<file path="src/source/cart_loader_pkg.sv">
/*
 * Cartridge loader shared definitions
 * Widths, memory bases, iNES magic, file types and mapper flag layout
 */
package cart_loader_pkg;

	//////////////////////////////////////////////////
	// Types

	typedef logic [7:0]   byte_t;          // Download and memory data
	typedef logic [21:0]  mem_addr_t;      // Cartridge memory byte address
	typedef logic [21:0]  byte_count_t;    // Bytes still to load
	typedef logic [3:0]   header_index_t;  // Position within the header
	typedef logic [2:0]   size_code_t;     // Log2 ROM size code
	typedef logic [31:0]  mapper_flags_t;  // Packed cartridge description
	typedef logic [127:0] cheat_code_t;    // Flags, address, compare, replace

	//////////////////////////////////////////////////
	// Image layout

	localparam int HEADER_BYTES   = 16;
	localparam int PRG_PAGE_SHIFT = 14;  // 16 KiB PRG pages
	localparam int CHR_PAGE_SHIFT = 13;  // 8 KiB CHR pages

	// Where each section lands in cartridge memory
	localparam mem_addr_t PRG_BASE = 22'h000000;
	localparam mem_addr_t CHR_BASE = 22'h200000;

	// "NES" followed by MS-DOS end of file
	localparam byte_t INES_MAGIC_0 = 8'h4E;
	localparam byte_t INES_MAGIC_1 = 8'h45;
	localparam byte_t INES_MAGIC_2 = 8'h53;
	localparam byte_t INES_MAGIC_3 = 8'h1A;

	//////////////////////////////////////////////////
	// Host file types

	localparam byte_t FILETYPE_CHEAT = 8'hFF;  // Everything else is a ROM image

	//////////////////////////////////////////////////
	// Mapper flag word fields

	// Bits 7:0 mapper number
	localparam int MF_MAPPER_LSB = 0;
	// Bits 10:8 and 13:11 size codes
	localparam int MF_PRG_SIZE_LSB = 8;
	localparam int MF_CHR_SIZE_LSB = 11;
	localparam int MF_MIRROR_BIT      = 14;  // Vertical when set
	localparam int MF_CHR_RAM_BIT     = 15;  // No CHR ROM in image
	localparam int MF_FOUR_SCREEN_BIT = 16;
	// Bits 24:17 raw NES 2.0 byte 8 (mapper high bits and submapper)
	localparam int MF_NES20_LSB = 17;
	localparam int MF_BATTERY_BIT = 25;  // Battery backed save RAM

	// Bits 31:26 stay zero

endpackage

</file>
<file path="src/source/ines_header_parser.sv">
/*
 * iNES header parser
 * Keeps the 16 header bytes and decodes validity, page counts and the
 * packed mapper flag word used by the console core
 */
module ines_header_parser
	import cart_loader_pkg::*;
(
	input  logic          clk,
	input  logic          header_strobe,
	input  header_index_t header_index,
	input  byte_t         data,
	input  logic          invert_mirroring,
	output logic          header_ok,
	output byte_t         prg_pages,
	output byte_t         chr_pages,
	output mapper_flags_t mapper_flags
);

	byte_t hdr [HEADER_BYTES];  // Raw header bytes

	logic is_nes20;
	logic is_dirty;
	byte_t mapper_num;

	// Smallest k with pages <= 2**k, capped at 7
	function automatic size_code_t size_code(input byte_t pages);
		size_code_t k;
		k = 3'd7;
		for (int i = 6; i >= 0; i--) begin
			if (int'(pages) <= (1 << i))
				k = size_code_t'(i);
		end
		return k;
	endfunction

	always_ff @(posedge clk) begin
		if (header_strobe)
			hdr[header_index] <= data;
	end

	//////////////////////////////////////////////////
	// Field decode

	// Trainers are not supported
	assign header_ok = (hdr[0] == INES_MAGIC_0) && (hdr[1] == INES_MAGIC_1) &&
		(hdr[2] == INES_MAGIC_2) && (hdr[3] == INES_MAGIC_3) && !hdr[6][2];

	assign prg_pages = hdr[4];  // 16 KiB units
	assign chr_pages = hdr[5];  // 8 KiB units, 0 means CHR RAM

	assign is_nes20 = (hdr[7][3:2] == 2'b10);

	// Old dumps often carry junk in the tail of an iNES 1.0 header
	assign is_dirty = !is_nes20 && ((hdr[9][7:1] != 7'd0) ||
		(hdr[10] != 8'h00) || (hdr[11] != 8'h00) ||
		(hdr[12] != 8'h00) || (hdr[13] != 8'h00) ||
		(hdr[14] != 8'h00) || (hdr[15] != 8'h00));

	// Upper nibble is untrustworthy in a dirty header
	assign mapper_num = {is_dirty ? 4'h0 : hdr[7][7:4], hdr[6][7:4]};

	//////////////////////////////////////////////////
	// Flag word packing

	always_comb begin
		mapper_flags = '0;
		mapper_flags[MF_MAPPER_LSB +: $bits(byte_t)] = mapper_num;
		mapper_flags[MF_PRG_SIZE_LSB +: $bits(size_code_t)] = size_code(prg_pages);
		mapper_flags[MF_CHR_SIZE_LSB +: $bits(size_code_t)] = size_code(chr_pages);
		mapper_flags[MF_MIRROR_BIT] = hdr[6][0] ^ invert_mirroring;
		mapper_flags[MF_CHR_RAM_BIT] = (chr_pages == 8'h00);
		mapper_flags[MF_FOUR_SCREEN_BIT] = hdr[6][3];
		mapper_flags[MF_NES20_LSB +: $bits(byte_t)] = is_nes20 ? hdr[8] : 8'h00;
		mapper_flags[MF_BATTERY_BIT] = hdr[6][1];  // Saves need backing up
	end

endmodule

</file>
<file path="src/source/rom_load_sequencer.sv">
/*
 * ROM load sequencer
 * Counts header, PRG and CHR bytes of an iNES image and turns each
 * payload byte into a cartridge memory write
 */
module rom_load_sequencer
	import cart_loader_pkg::*;
(
	input  logic          clk,
	input  logic          reset_nes,
	input  logic          active,
	input  byte_t         data,
	input  logic          strobe,
	input  logic          header_ok,
	input  byte_t         prg_pages,
	input  byte_t         chr_pages,
	output logic          header_strobe,
	output header_index_t header_index,
	output mem_addr_t     mem_addr,
	output byte_t         mem_data,
	output logic          mem_write,
	output logic          busy,
	output logic          done,
	output logic          error
);

	typedef enum logic [2:0] {
		LOAD_HEADER,
		LOAD_PRG,
		LOAD_CHR,
		LOAD_ERROR,
		LOAD_DONE
	} load_state_t;

	load_state_t   state;
	logic          active_q;
	logic          start;         // New file begins
	header_index_t header_count;
	byte_count_t   bytes_left;    // Left in current section

	assign start = active & ~active_q;

	// Bytes arriving in the restart cycle are dropped
	assign header_strobe = strobe & ~start & (state == LOAD_HEADER);
	assign header_index  = header_count;

	assign mem_write = strobe & ~start & ((state == LOAD_PRG) | (state == LOAD_CHR));
	assign mem_data  = data;

	always_ff @(posedge clk) begin
		if (reset_nes) begin
			state        <= LOAD_HEADER;
			active_q     <= 1'b0;
			header_count <= '0;
			busy         <= 1'b0;
			done         <= 1'b0;
			error        <= 1'b0;
		end else begin
			active_q <= active;
			if (start) begin
				state        <= LOAD_HEADER;
				header_count <= '0;
				busy         <= 1'b0;
				done         <= 1'b0;
				error        <= 1'b0;
			end else begin
				case (state)
					LOAD_HEADER: if (strobe) begin
						header_count <= header_count + 1'b1;
						if (header_count == header_index_t'(HEADER_BYTES - 1)) begin
							if (!header_ok) begin
								state <= LOAD_ERROR;
							end else begin
								busy <= 1'b1;
								// Skip empty sections straight away
								if (prg_pages != 8'h00) begin
									state      <= LOAD_PRG;
									mem_addr   <= PRG_BASE;
									bytes_left <= byte_count_t'(prg_pages) << PRG_PAGE_SHIFT;
								end else if (chr_pages != 8'h00) begin
									state      <= LOAD_CHR;
									mem_addr   <= CHR_BASE;
									bytes_left <= byte_count_t'(chr_pages) << CHR_PAGE_SHIFT;
								end else begin
									state <= LOAD_DONE;
								end
							end
						end
					end
					LOAD_PRG: if (strobe) begin
						mem_addr   <= mem_addr + 1'b1;
						bytes_left <= bytes_left - 1'b1;
						if (bytes_left == byte_count_t'(1)) begin  // Last PRG byte
							if (chr_pages != 8'h00) begin
								state      <= LOAD_CHR;
								mem_addr   <= CHR_BASE;
								bytes_left <= byte_count_t'(chr_pages) << CHR_PAGE_SHIFT;
							end else begin
								state <= LOAD_DONE;
							end
						end
					end
					LOAD_CHR: if (strobe) begin
						mem_addr   <= mem_addr + 1'b1;
						bytes_left <= bytes_left - 1'b1;
						if (bytes_left == byte_count_t'(1))
							state <= LOAD_DONE;
					end
					LOAD_ERROR: begin  // Bad magic or trainer
						done  <= 1'b1;
						error <= 1'b1;
						busy  <= 1'b0;
					end
					default: begin  // Extra bytes ignored until next file
						done <= 1'b1;
						busy <= 1'b0;
					end
				endcase
			end
		end
	end

endmodule

</file>
<file path="src/source/cheat_code_assembler.sv">
/*
 * Cheat code assembler
 * Packs a 16-byte cheat file into the 128-bit code and pulses a load
 */
module cheat_code_assembler
	import cart_loader_pkg::*;
(
	input  logic        clk,
	input  logic        reset_nes,
	input  logic        strobe,
	input  logic [3:0]  byte_index,
	input  byte_t       data,
	output cheat_code_t cheat_code,
	output logic        cheat_load
);

	logic [1:0] field;      // 0 flags .. 3 replace
	logic [1:0] field_byte; // Little-endian byte within field
	logic [6:0] bit_pos;

	assign field      = byte_index[3:2];
	assign field_byte = byte_index[1:0];

	// Flags end up on top, replace at the bottom
	assign bit_pos = {~field, field_byte, 3'b000};

	//////////////////////////////////////////////////
	// Code register and load strobe

	always_ff @(posedge clk) begin
		if (strobe)
			cheat_code[bit_pos +: 8] <= data;
	end

	always_ff @(posedge clk) begin
		if (reset_nes)
			cheat_load <= 1'b0;
		else
			cheat_load <= strobe & (byte_index == 4'hF);  // Code complete
	end

endmodule

</file>
<file path="src/source/cart_loader_top.sv">
/*
 * Cartridge loader top level
 * Steers the host download into the ROM image path or the cheat path
 */
module cart_loader_top
	import cart_loader_pkg::*;
(
	input  logic          clk,
	input  logic          reset_nes,
	input  logic          download_active,
	input  byte_t         download_type,
	input  mem_addr_t     download_addr,
	input  byte_t         download_data,
	input  logic          download_strobe,
	input  logic          invert_mirroring,
	output mem_addr_t     mem_addr,
	output byte_t         mem_data,
	output logic          mem_write,
	output logic          load_busy,
	output logic          load_done,
	output logic          load_error,
	output mapper_flags_t mapper_flags,
	output cheat_code_t   cheat_code,
	output logic          cheat_load
);

	logic          is_cheat;
	logic          rom_active;
	logic          rom_strobe;
	logic          cheat_strobe;
	logic          header_strobe;
	header_index_t header_index;
	logic          header_ok;
	byte_t         prg_pages;
	byte_t         chr_pages;

	// File type decides the path for the whole download
	assign is_cheat     = (download_type == FILETYPE_CHEAT);
	assign rom_active   = download_active & ~is_cheat;
	assign rom_strobe   = download_strobe & rom_active;
	assign cheat_strobe = download_strobe & download_active & is_cheat;

	//////////////////////////////////////////////////
	// ROM image path

	rom_load_sequencer i_sequencer (
		.clk(clk), .reset_nes(reset_nes), .active(rom_active),
		.data(download_data), .strobe(rom_strobe), .header_ok(header_ok),
		.prg_pages(prg_pages), .chr_pages(chr_pages),
		.header_strobe(header_strobe), .header_index(header_index),
		.mem_addr(mem_addr), .mem_data(mem_data), .mem_write(mem_write),
		.busy(load_busy), .done(load_done), .error(load_error)
	);

	ines_header_parser i_parser (
		.clk(clk), .header_strobe(header_strobe), .header_index(header_index),
		.data(download_data), .invert_mirroring(invert_mirroring),
		.header_ok(header_ok), .prg_pages(prg_pages), .chr_pages(chr_pages),
		.mapper_flags(mapper_flags)
	);

	// Cheat path
	cheat_code_assembler i_cheat (
		.clk(clk), .reset_nes(reset_nes), .strobe(cheat_strobe),
		.byte_index(download_addr[3:0]), .data(download_data),
		.cheat_code(cheat_code), .cheat_load(cheat_load)
	);

endmodule

</file>
<file path="config.mk">
export PLATFORM = sky130hd
export DESIGN_NAME = cart_loader_top
export DESIGN_NICKNAME = d
export VERILOG_FILES = /design/src/source/cart_loader_pkg.sv /design/src/source/ines_header_parser.sv /design/src/source/rom_load_sequencer.sv /design/src/source/cheat_code_assembler.sv /design/src/source/cart_loader_top.sv
export SDC_FILE = /design/constraint.sdc
export NUM_CORES = 1
export LEC_CHECK = 0
export ABC_CLOCK_PERIOD_IN_PS = 9700
export BUFFER_PORTS_ARGS = -buffer_cell sky130_fd_sc_hd__clkbuf_2
export CAP_MARGIN = 25
export CORE_MARGIN = 4
export CORE_UTILIZATION = 60
export CTS_CLUSTER_SIZE = 25
export DETAILED_ROUTE_END_ITERATION = 16
export GPL_TIMING_DRIVEN = 0
export PLACE_DENSITY = 0.82
export REMOVE_ABC_BUFFERS = 1
export SYNTH_ARGS = -nofsm -noshare
export SYNTH_HDL_FRONTEND = slang
export SYNTH_SLANG_ARGS = --single-unit
</file>
<file path="constraint.sdc">
create_clock -name clk -period 9.7 [get_ports clk]
set_input_delay 0.97 -clock clk [delete_from_list [all_inputs] [get_ports clk]]
set_output_delay 0.97 -clock clk [all_outputs]
set_load 0.05 [all_outputs]
</file>
==> impl_metrics.toml, run 1 <==
[critical_path]
required_ps = 8730
critical_path_class = "reg -> out"
start_kind = "flip-flop"
reg2regPathDepth = 5
rr_endpoint = "i_sequencer.bytes_left[16]$_DFFE_PP_"
reg2reg_from = "i_sequencer.bytes_left[4]$_SDFFCE_PP0P_"
ff2ff_setup_slack_ps = 6780
end_kind = "output pin"
worst_ep_arrival_time_ps = 2460
path_max_fanout = 14

[power_and_ir_drop]
p_per_area_mw_per_mm2 = 178
power.switching_w = 0.000532
combPwrFrac = 0.029
seq_power_share = 0.544
swShare = 0.199
p_clk_frac = 0.427
vdd_drop_max_uv = 145
p_leak_nw = 5.10
internal_power_w = 0.00214

[cts]
clkTransAtPathRegs_ps = 60
clock_latency_ps = 560
cts_tree = "done"
ctsResizeCount = 0
cts_hold_buf = 0
cts_buffers = 30
clockRootBuffer = "clkbuf_16"
cts_setup_buffers = 0
clock-sinks = 309
cts-htree-levels = 1
clk_path_buf_depth = 3

[cells_and_area]
areaGrowthSynthToFinish_pct = 18.0
antenna_cells = 0
final_util = 0.729
drive_gt1_frac = 0.242
finalNetCount = 1189

[global_route]
antenna_found_initial = 0
gr-total-overflow = 0
grt_pass1_vias = 8246
track_usage = 0.237
grt_pass1_wl_um = 44400
grt_max_degree = 28

[route]
first_pass_iters = 5
first_iter_violations = 542
drtAntennaViolNets = 0
vias = 8190
routed_via_density = 5.73
routedWlPerCell_um = 19.9
drc = 0
wl_um = 28400

[synth]
synth_edf_count = 297
syn-cell-area_mm2 = 0.0127
yosys.area.top_type = "edfxtp_1"
synth_warnings = 0
ys_seq_area_frac = 0.721
synthTopCellsByArea = "edfxtp_1 70%, and2_1 5.0%, nor2_1 4.0%, dfxtp_1 1.9%, nand2_1 1.5%"
synth.top_cell.area_share = 0.702
syn_avg_cell_area_um2 = 13.9
synth-async-reset-ratio = 0
yosys_register_bits = 309
synth.distinct_cells = 63
synthFlopType = "edfxtp_1"
synth_cells = 915

[die]
core-area_mm2 = 0.0206
start_util = 0.618
die_h_um = 154
num_rows = 52
die-area_mm2 = 0.0236
ios = 238
fp.dieW_um = 154

[worst_hold_path]
hold_start = "i_sequencer.busy$_SDFFE_PP0P_"
whs_path_depth = 2
hold_class = "reg -> reg"
hold_path_end = "i_sequencer.busy$_SDFFE_PP0P_"

[job]
maxCapViolCount = 0

[timing]
slew_violations = 0
tns_ps = 0
setup_viol = 0
rsz0062_at_grt = "false"
holdWs_ps = 464
hold_viol_final = 0
slew_headroom = 0.302
fin_crit_sh = 0.353
fin_skew_ps = 13.1
fin_crit_ps = 3430
tightest_slew_ps = 1050
timing.fmax_ghz = 0.292

[placed_design]
hpwl_um = 19200
place_congestion = 0.855
port_buffers = 213

[run_status]
status = "completed"
[metal layers]
metal  track usage  share of wire
met1         0.300           0.38
met2         0.392           0.48
met3        0.0829           0.11
met4        0.0660          0.024
met5             0              0
[how the worst max path moves through the flow]
stage | start | slack, ps | to | depth (start not counted)
final | i_sequencer.state[1]$_SDFFE_PP0P_ | 6270 | mem_write | 5
after global routing | i_sequencer.state[1]$_SDFFE_PP0P_ | 6160 | mem_write | 5
after CTS | i_sequencer.state[1]$_SDFFE_PP0P_ | 6260 | mem_write | 5
after detailed placement | download_addr[0] | 6210 | i_cheat.cheat_code[78]$_DFFE_PP_ | 7
after global placement | download_type[6] | 1180 | i_sequencer.mem_addr[12]$_SDFFCE_PP0P_ | 5
after floorplan | download_type[7] | 3290 | i_sequencer.bytes_left[0]$_SDFFCE_PP0P_ | 5
[layout make-up]
class,count,area [µm²]
fillers,1344,5570
clock buffers,36,773
well taps,270,338
inverters,13,48.8
flip-flops and latches,309,9160
repair buffers,227,1190
clock inverters,19,198
multi-input cells,555,3280
[power by group through the flow]
stage	combinational, W	clock, W	sequential (W)
2_1_floorplan	0.0000313	0	0.00148
3_3_place_gp	0.0000727	0	0.00148
3_5_place_dp	0.0000766	0	0.00148
4_1_cts	0.0000770	0.00115	0.00145
5_1_grt	0.0000842	0.00121	0.00145
6_report	0.0000774	0.00114	0.00145
[metrics by stage]
stage / setup WS [ps] / std cells / total power [W] / instance area, µm²
6_report: 6270 / 1429 / 0.00267 / 15000
4_1_cts: 6260 / 1427 / 0.00268 / 15000
2_1_floorplan: 3290 / 877 / 0.00151 / 12500
3_3_place_gp: 1180 / 1360 / 0.00155 / 13900
3_5_place_dp: 6210 / 1372 / 0.00156 / 14000
5_1_grt: 6160 / 1429 / 0.00275 / 15000
[critical path, stage by stage (launching register included)]
cell	delay [ps]
dfxtp_1	630
xnor2_1	130
nor2_1	600
nand2_1	120
nor2_1	120
clkbuf_2	300
[registers in the layout, summed over array words and instances, names as in the netlist]
| signal | count |
|---|---|
| i_sequencer.active_q | 1 |
| i_cheat.cheat_load | 1 |
| i_sequencer.done | 1 |
| i_cheat.cheat_code | 128 |
| i_parser.hdr | 125 |
| i_sequencer.bytes_left | 22 |
| i_sequencer.error | 1 |
| i_sequencer.mem_addr | 22 |
| i_sequencer.header_index | 4 |
| i_sequencer.busy | 1 |
| i_sequencer.state | 3 |
[kinds of logic (layout without fill, tap and decap cells)]
group | after synthesis | in the layout | share of synthesized area
AND/OR/NAND/NOR | 413 | 413 | 0.172
flip-flops | 309 | 309 | 0.721
AO/OA/AOI/OAI | 88 | 88 | 0.0479
buffers and inverters | 56 | 295 | 0.0228
XOR/XNOR | 37 | 37 | 0.0255
adder cells (fa/ha/maj) | 10 | 10 | 0.00985
other | 1 | 6 | 0.000295
multiplexers | 1 | 1 | 0.000886
[cells in the final DEF, fill, tap and decap left out, types with 6 or more instances in the layout]
| master | n |
|---|---|
| edfxtp_1 | 297 |
| clkbuf_2 | 213 |
| nor2_1 | 137 |
| and2_1 | 102 |
| nand2_1 | 50 |
| clkbuf_16 | 30 |
| nor3_1 | 26 |
| nor4_1 | 22 |
| a21oi_1 | 22 |
| o21ai_0 | 21 |
| xnor2_1 | 20 |
| xor2_1 | 17 |
| inv_1 | 13 |
| nand4_1 | 13 |
| dfxtp_1 | 12 |
| ha_1 | 10 |
| clkinv_1 | 10 |
| or3_1 | 9 |
| nand3_1 | 9 |
| nor3b_1 | 8 |
| buf_4 | 7 |
| o211ai_1 | 6 |
| conb_1 | 6 |
| clkbuf_1 | 6 |
[synth_stat cells, types with 10 or more instances]
cell type / number
a21oi_1: 22
nor2_1: 137
o21ai_0: 21
nand2_1: 50
ha_1: 10
clkbuf_1: 19
and2_1: 102
xnor2_1: 20
edfxtp_1: 297
inv_1: 13
nand4_1: 13
nor3_1: 26
xor2_1: 17
nor4_1: 23
buf_4: 20
dfxtp_1: 12
(Power assumes the default switching activity.)
==> run 2: changes to the inputs <==
--- a/config.mk
+++ b/config.mk
@@ -5,15 +5,15 @@
 export SDC_FILE = /design/constraint.sdc
 export NUM_CORES = 1
 export LEC_CHECK = 0
-export ABC_CLOCK_PERIOD_IN_PS = 9700
+export ABC_CLOCK_PERIOD_IN_PS = 3540
 export BUFFER_PORTS_ARGS = -buffer_cell sky130_fd_sc_hd__clkbuf_2
 export CAP_MARGIN = 25
 export CORE_MARGIN = 4
-export CORE_UTILIZATION = 60
+export CORE_UTILIZATION = 55
 export CTS_CLUSTER_SIZE = 25
 export DETAILED_ROUTE_END_ITERATION = 16
 export GPL_TIMING_DRIVEN = 0
-export PLACE_DENSITY = 0.82
+export PLACE_DENSITY = 0.76
 export REMOVE_ABC_BUFFERS = 1
 export SYNTH_ARGS = -nofsm -noshare
 export SYNTH_HDL_FRONTEND = slang
==> constraint.sdc (replaced) <==
create_clock -name clk -period 3.54 [get_ports clk]
set_input_delay 0.354 -clock clk [delete_from_list [all_inputs] [get_ports clk]]
set_output_delay 0.354 -clock clk [all_outputs]
set_load 0.05 [all_outputs]
==> run 2 against run 1 <==
Compared with the run above: critical path depth rose by 3; worst hold slack got worse by 350 ps; setup slack got worse by 5900 ps; cell count rose by 1.2%; largest power group unchanged; total power rose to 2.8 times the previous value; highest routed layer unchanged; die area rose by 8.6%; clock power rose to 3.0 times the previous value.
==> impl_metrics.toml, run 2 (same netlist as run 1, synthesis figures left out) <==
[cts]
cts_setup_buffers = 0
clkTransAtPathRegs_ps = 60
cts_buffers = 30
cts_hold_buf = 1
clock-sinks = 309
ctsResizeCount = 0
cts_tree = "done"
clockRootBuffer = "clkbuf_16"
cts-htree-levels = 1
clock_latency_ps = 570
clk_path_buf_depth = 3

[route]
drtAntennaViolNets = 0
first_pass_iters = 5
wl_um = 27800
routed_via_density = 5.60
vias = 8098
routedWlPerCell_um = 19.2
drc = 0
first_iter_violations = 537

[critical_path]
worst-path-buf-inv = 3
cpMostUsedCell = "buf_4"
worst_ep_arrival_time_ps = 3380
crit_path_top_delay_cell = "nor4_2"
reg2reg_from = "i_parser.hdr[0][0]$_DFFE_PP_"
start_kind = "flip-flop"
reg2regPathDepth = 8
slowest_delay_ps = 590
worstPathCellList = "nor4b_1 > nand4_1 > nor3_1 > a21oi_1 > nor4_2 > buf_4 > buf_4 > buf_4"
rr_endpoint = "i_sequencer.mem_addr[2]$_SDFFCE_PP0P_"
path_max_fanout = 9
ff2ff_setup_slack_ps = 420
required_ps = 3800
path_depth = 8
end_kind = "flip-flop"
critical_path_class = "reg -> reg"
path_delay_family = "simple AND/OR/NAND/NOR gates"

[die]
start_util = 0.560
num_rows = 55
die_h_um = 160
die-area_mm2 = 0.0256
fp.dieW_um = 160
core-area_mm2 = 0.0227
ios = 238

[power_and_ir_drop]
p_per_area_mw_per_mm2 = 501
power.switching_w = 0.00151
seq_power_share = 0.526
internal_power_w = 0.00606
p_clk_frac = 0.446
power.total_w = 0.00757
combPwrFrac = 0.028
swShare = 0.200
vdd_drop_max_uv = 524
p_leak_nw = 5.15

[cells_and_area]
final_common_cell = "edfxtp_1"
finalNetCount = 1190
antenna_cells = 0
drive_gt1_frac = 0.251
final_cell_mix = "297 x edfxtp_1, 213 x clkbuf_2, 137 x nor2_1"
areaGrowthSynthToFinish_pct = 18.9
final_util = 0.665
largest_reg_flops = 128
top_regs = "i_cheat.cheat_code x128, i_parser.hdr x125"
fillers = 1619
largest_register = "i_cheat.cheat_code"

[timing]
fin_skew_ps = 20.4
setup_viol = 0
fin_crit_ps = 3120
timing.final.ws_setup_ps = 416
hold_viol_final = 0
slew_headroom = 0.418
fin_crit_sh = 0.883
holdWs_ps = 114
timing.fmax_ghz = 0.320
slew_violations = 0
rsz0062_at_grt = "false"
tightest_slew_ps = 866

[placed_design]
port_buffers = 213
hpwl_um = 18800
place_congestion = 0.865
place_ws_ps = 444

[worst_hold_path]
whs_path_depth = 3
hold_class = "in -> reg"
hold_start = "download_active"
hold_path_end = "i_sequencer.active_q$_SDFF_PP0_"

[global_route]
grt_pass1_vias = 7942
grt_pass1_wl_um = 43200
antenna_found_initial = 0
grtUsageMet1 = 0.262
top_usage_layer = "met2"
gr-total-overflow = 0
track_usage = 0.212
grt_max_degree = 28
gr-usage-met3 = 0.0803
use_met2 = 0.350

[run_status]
status = "completed"

[job]
maxCapViolCount = 0
## run 2: worst max-delay path by stage
stage,start,to,slack [ps]
2_1_floorplan,i_parser.hdr[5][1]$_DFFE_PP_,i_sequencer.bytes_left[0]$_SDFFCE_PP0P_,-2500
3_3_place_gp,i_parser.hdr[3][5]$_DFFE_PP_,i_sequencer.mem_addr[2]$_SDFFCE_PP0P_,-4550
3_5_place_dp,i_parser.hdr[0][0]$_DFFE_PP_,i_sequencer.mem_addr[2]$_SDFFCE_PP0P_,440
4_1_cts,i_parser.hdr[0][0]$_DFFE_PP_,i_sequencer.mem_addr[2]$_SDFFCE_PP0P_,390
5_1_grt,i_parser.hdr[0][0]$_DFFE_PP_,i_sequencer.mem_addr[4]$_SDFFCE_PP0P_,250
6_report,i_parser.hdr[0][0]$_DFFE_PP_,i_sequencer.mem_addr[2]$_SDFFCE_PP0P_,420
## run 2: area by class of cell
class | instances | area [µm²] | area share
sequential | 309 | 9160 | 0.606
multi-input combinational | 555 | 3280 | 0.217
timing repair buffer | 228 | 1200 | 0.0792
clock buffer | 38 | 791 | 0.0523
tap | 285 | 357 | 0.0236
clock inverter | 18 | 275 | 0.0182
inverter | 13 | 48.8 | 0.00323
## run 2: metrics by stage
step | std cells | setup TNS (ps) | cell area, µm²
after floorplan | 877 | -109870 | 12500
after global placement | 1375 | -200250 | 13900
after detailed placement | 1387 | 0 | 14000
after CTS | 1444 | 0 | 15100
after global routing | 1446 | 0 | 15100
final | 1446 | 0 | 15100
## run 2: routing by layer
layer  wire, µm  part of all wire
met3       2930              0.11
met4        812             0.029
met2      13400              0.48
met1      10600              0.38
met5          0                 0
## run 2: power groups by stage
stage	registers [W]	clock network, W	logic (W)
floorplan	0.00406	0	0.0000858
global placement	0.00406	0	0.000199
detailed placement	0.00406	0	0.000208
CTS	0.00398	0.00344	0.000210
global route	0.00398	0.00361	0.000227
finish	0.00398	0.00337	0.000210
## run 2: worst register-to-register path, stage by stage, from the launching register on
cell	delay [ps]
edfxtp_1	370
nor4b_1	370
nand4_1	200
nor3_1	440
a21oi_1	170
nor4_2	590
buf_4	280
buf_4	190
buf_4	200
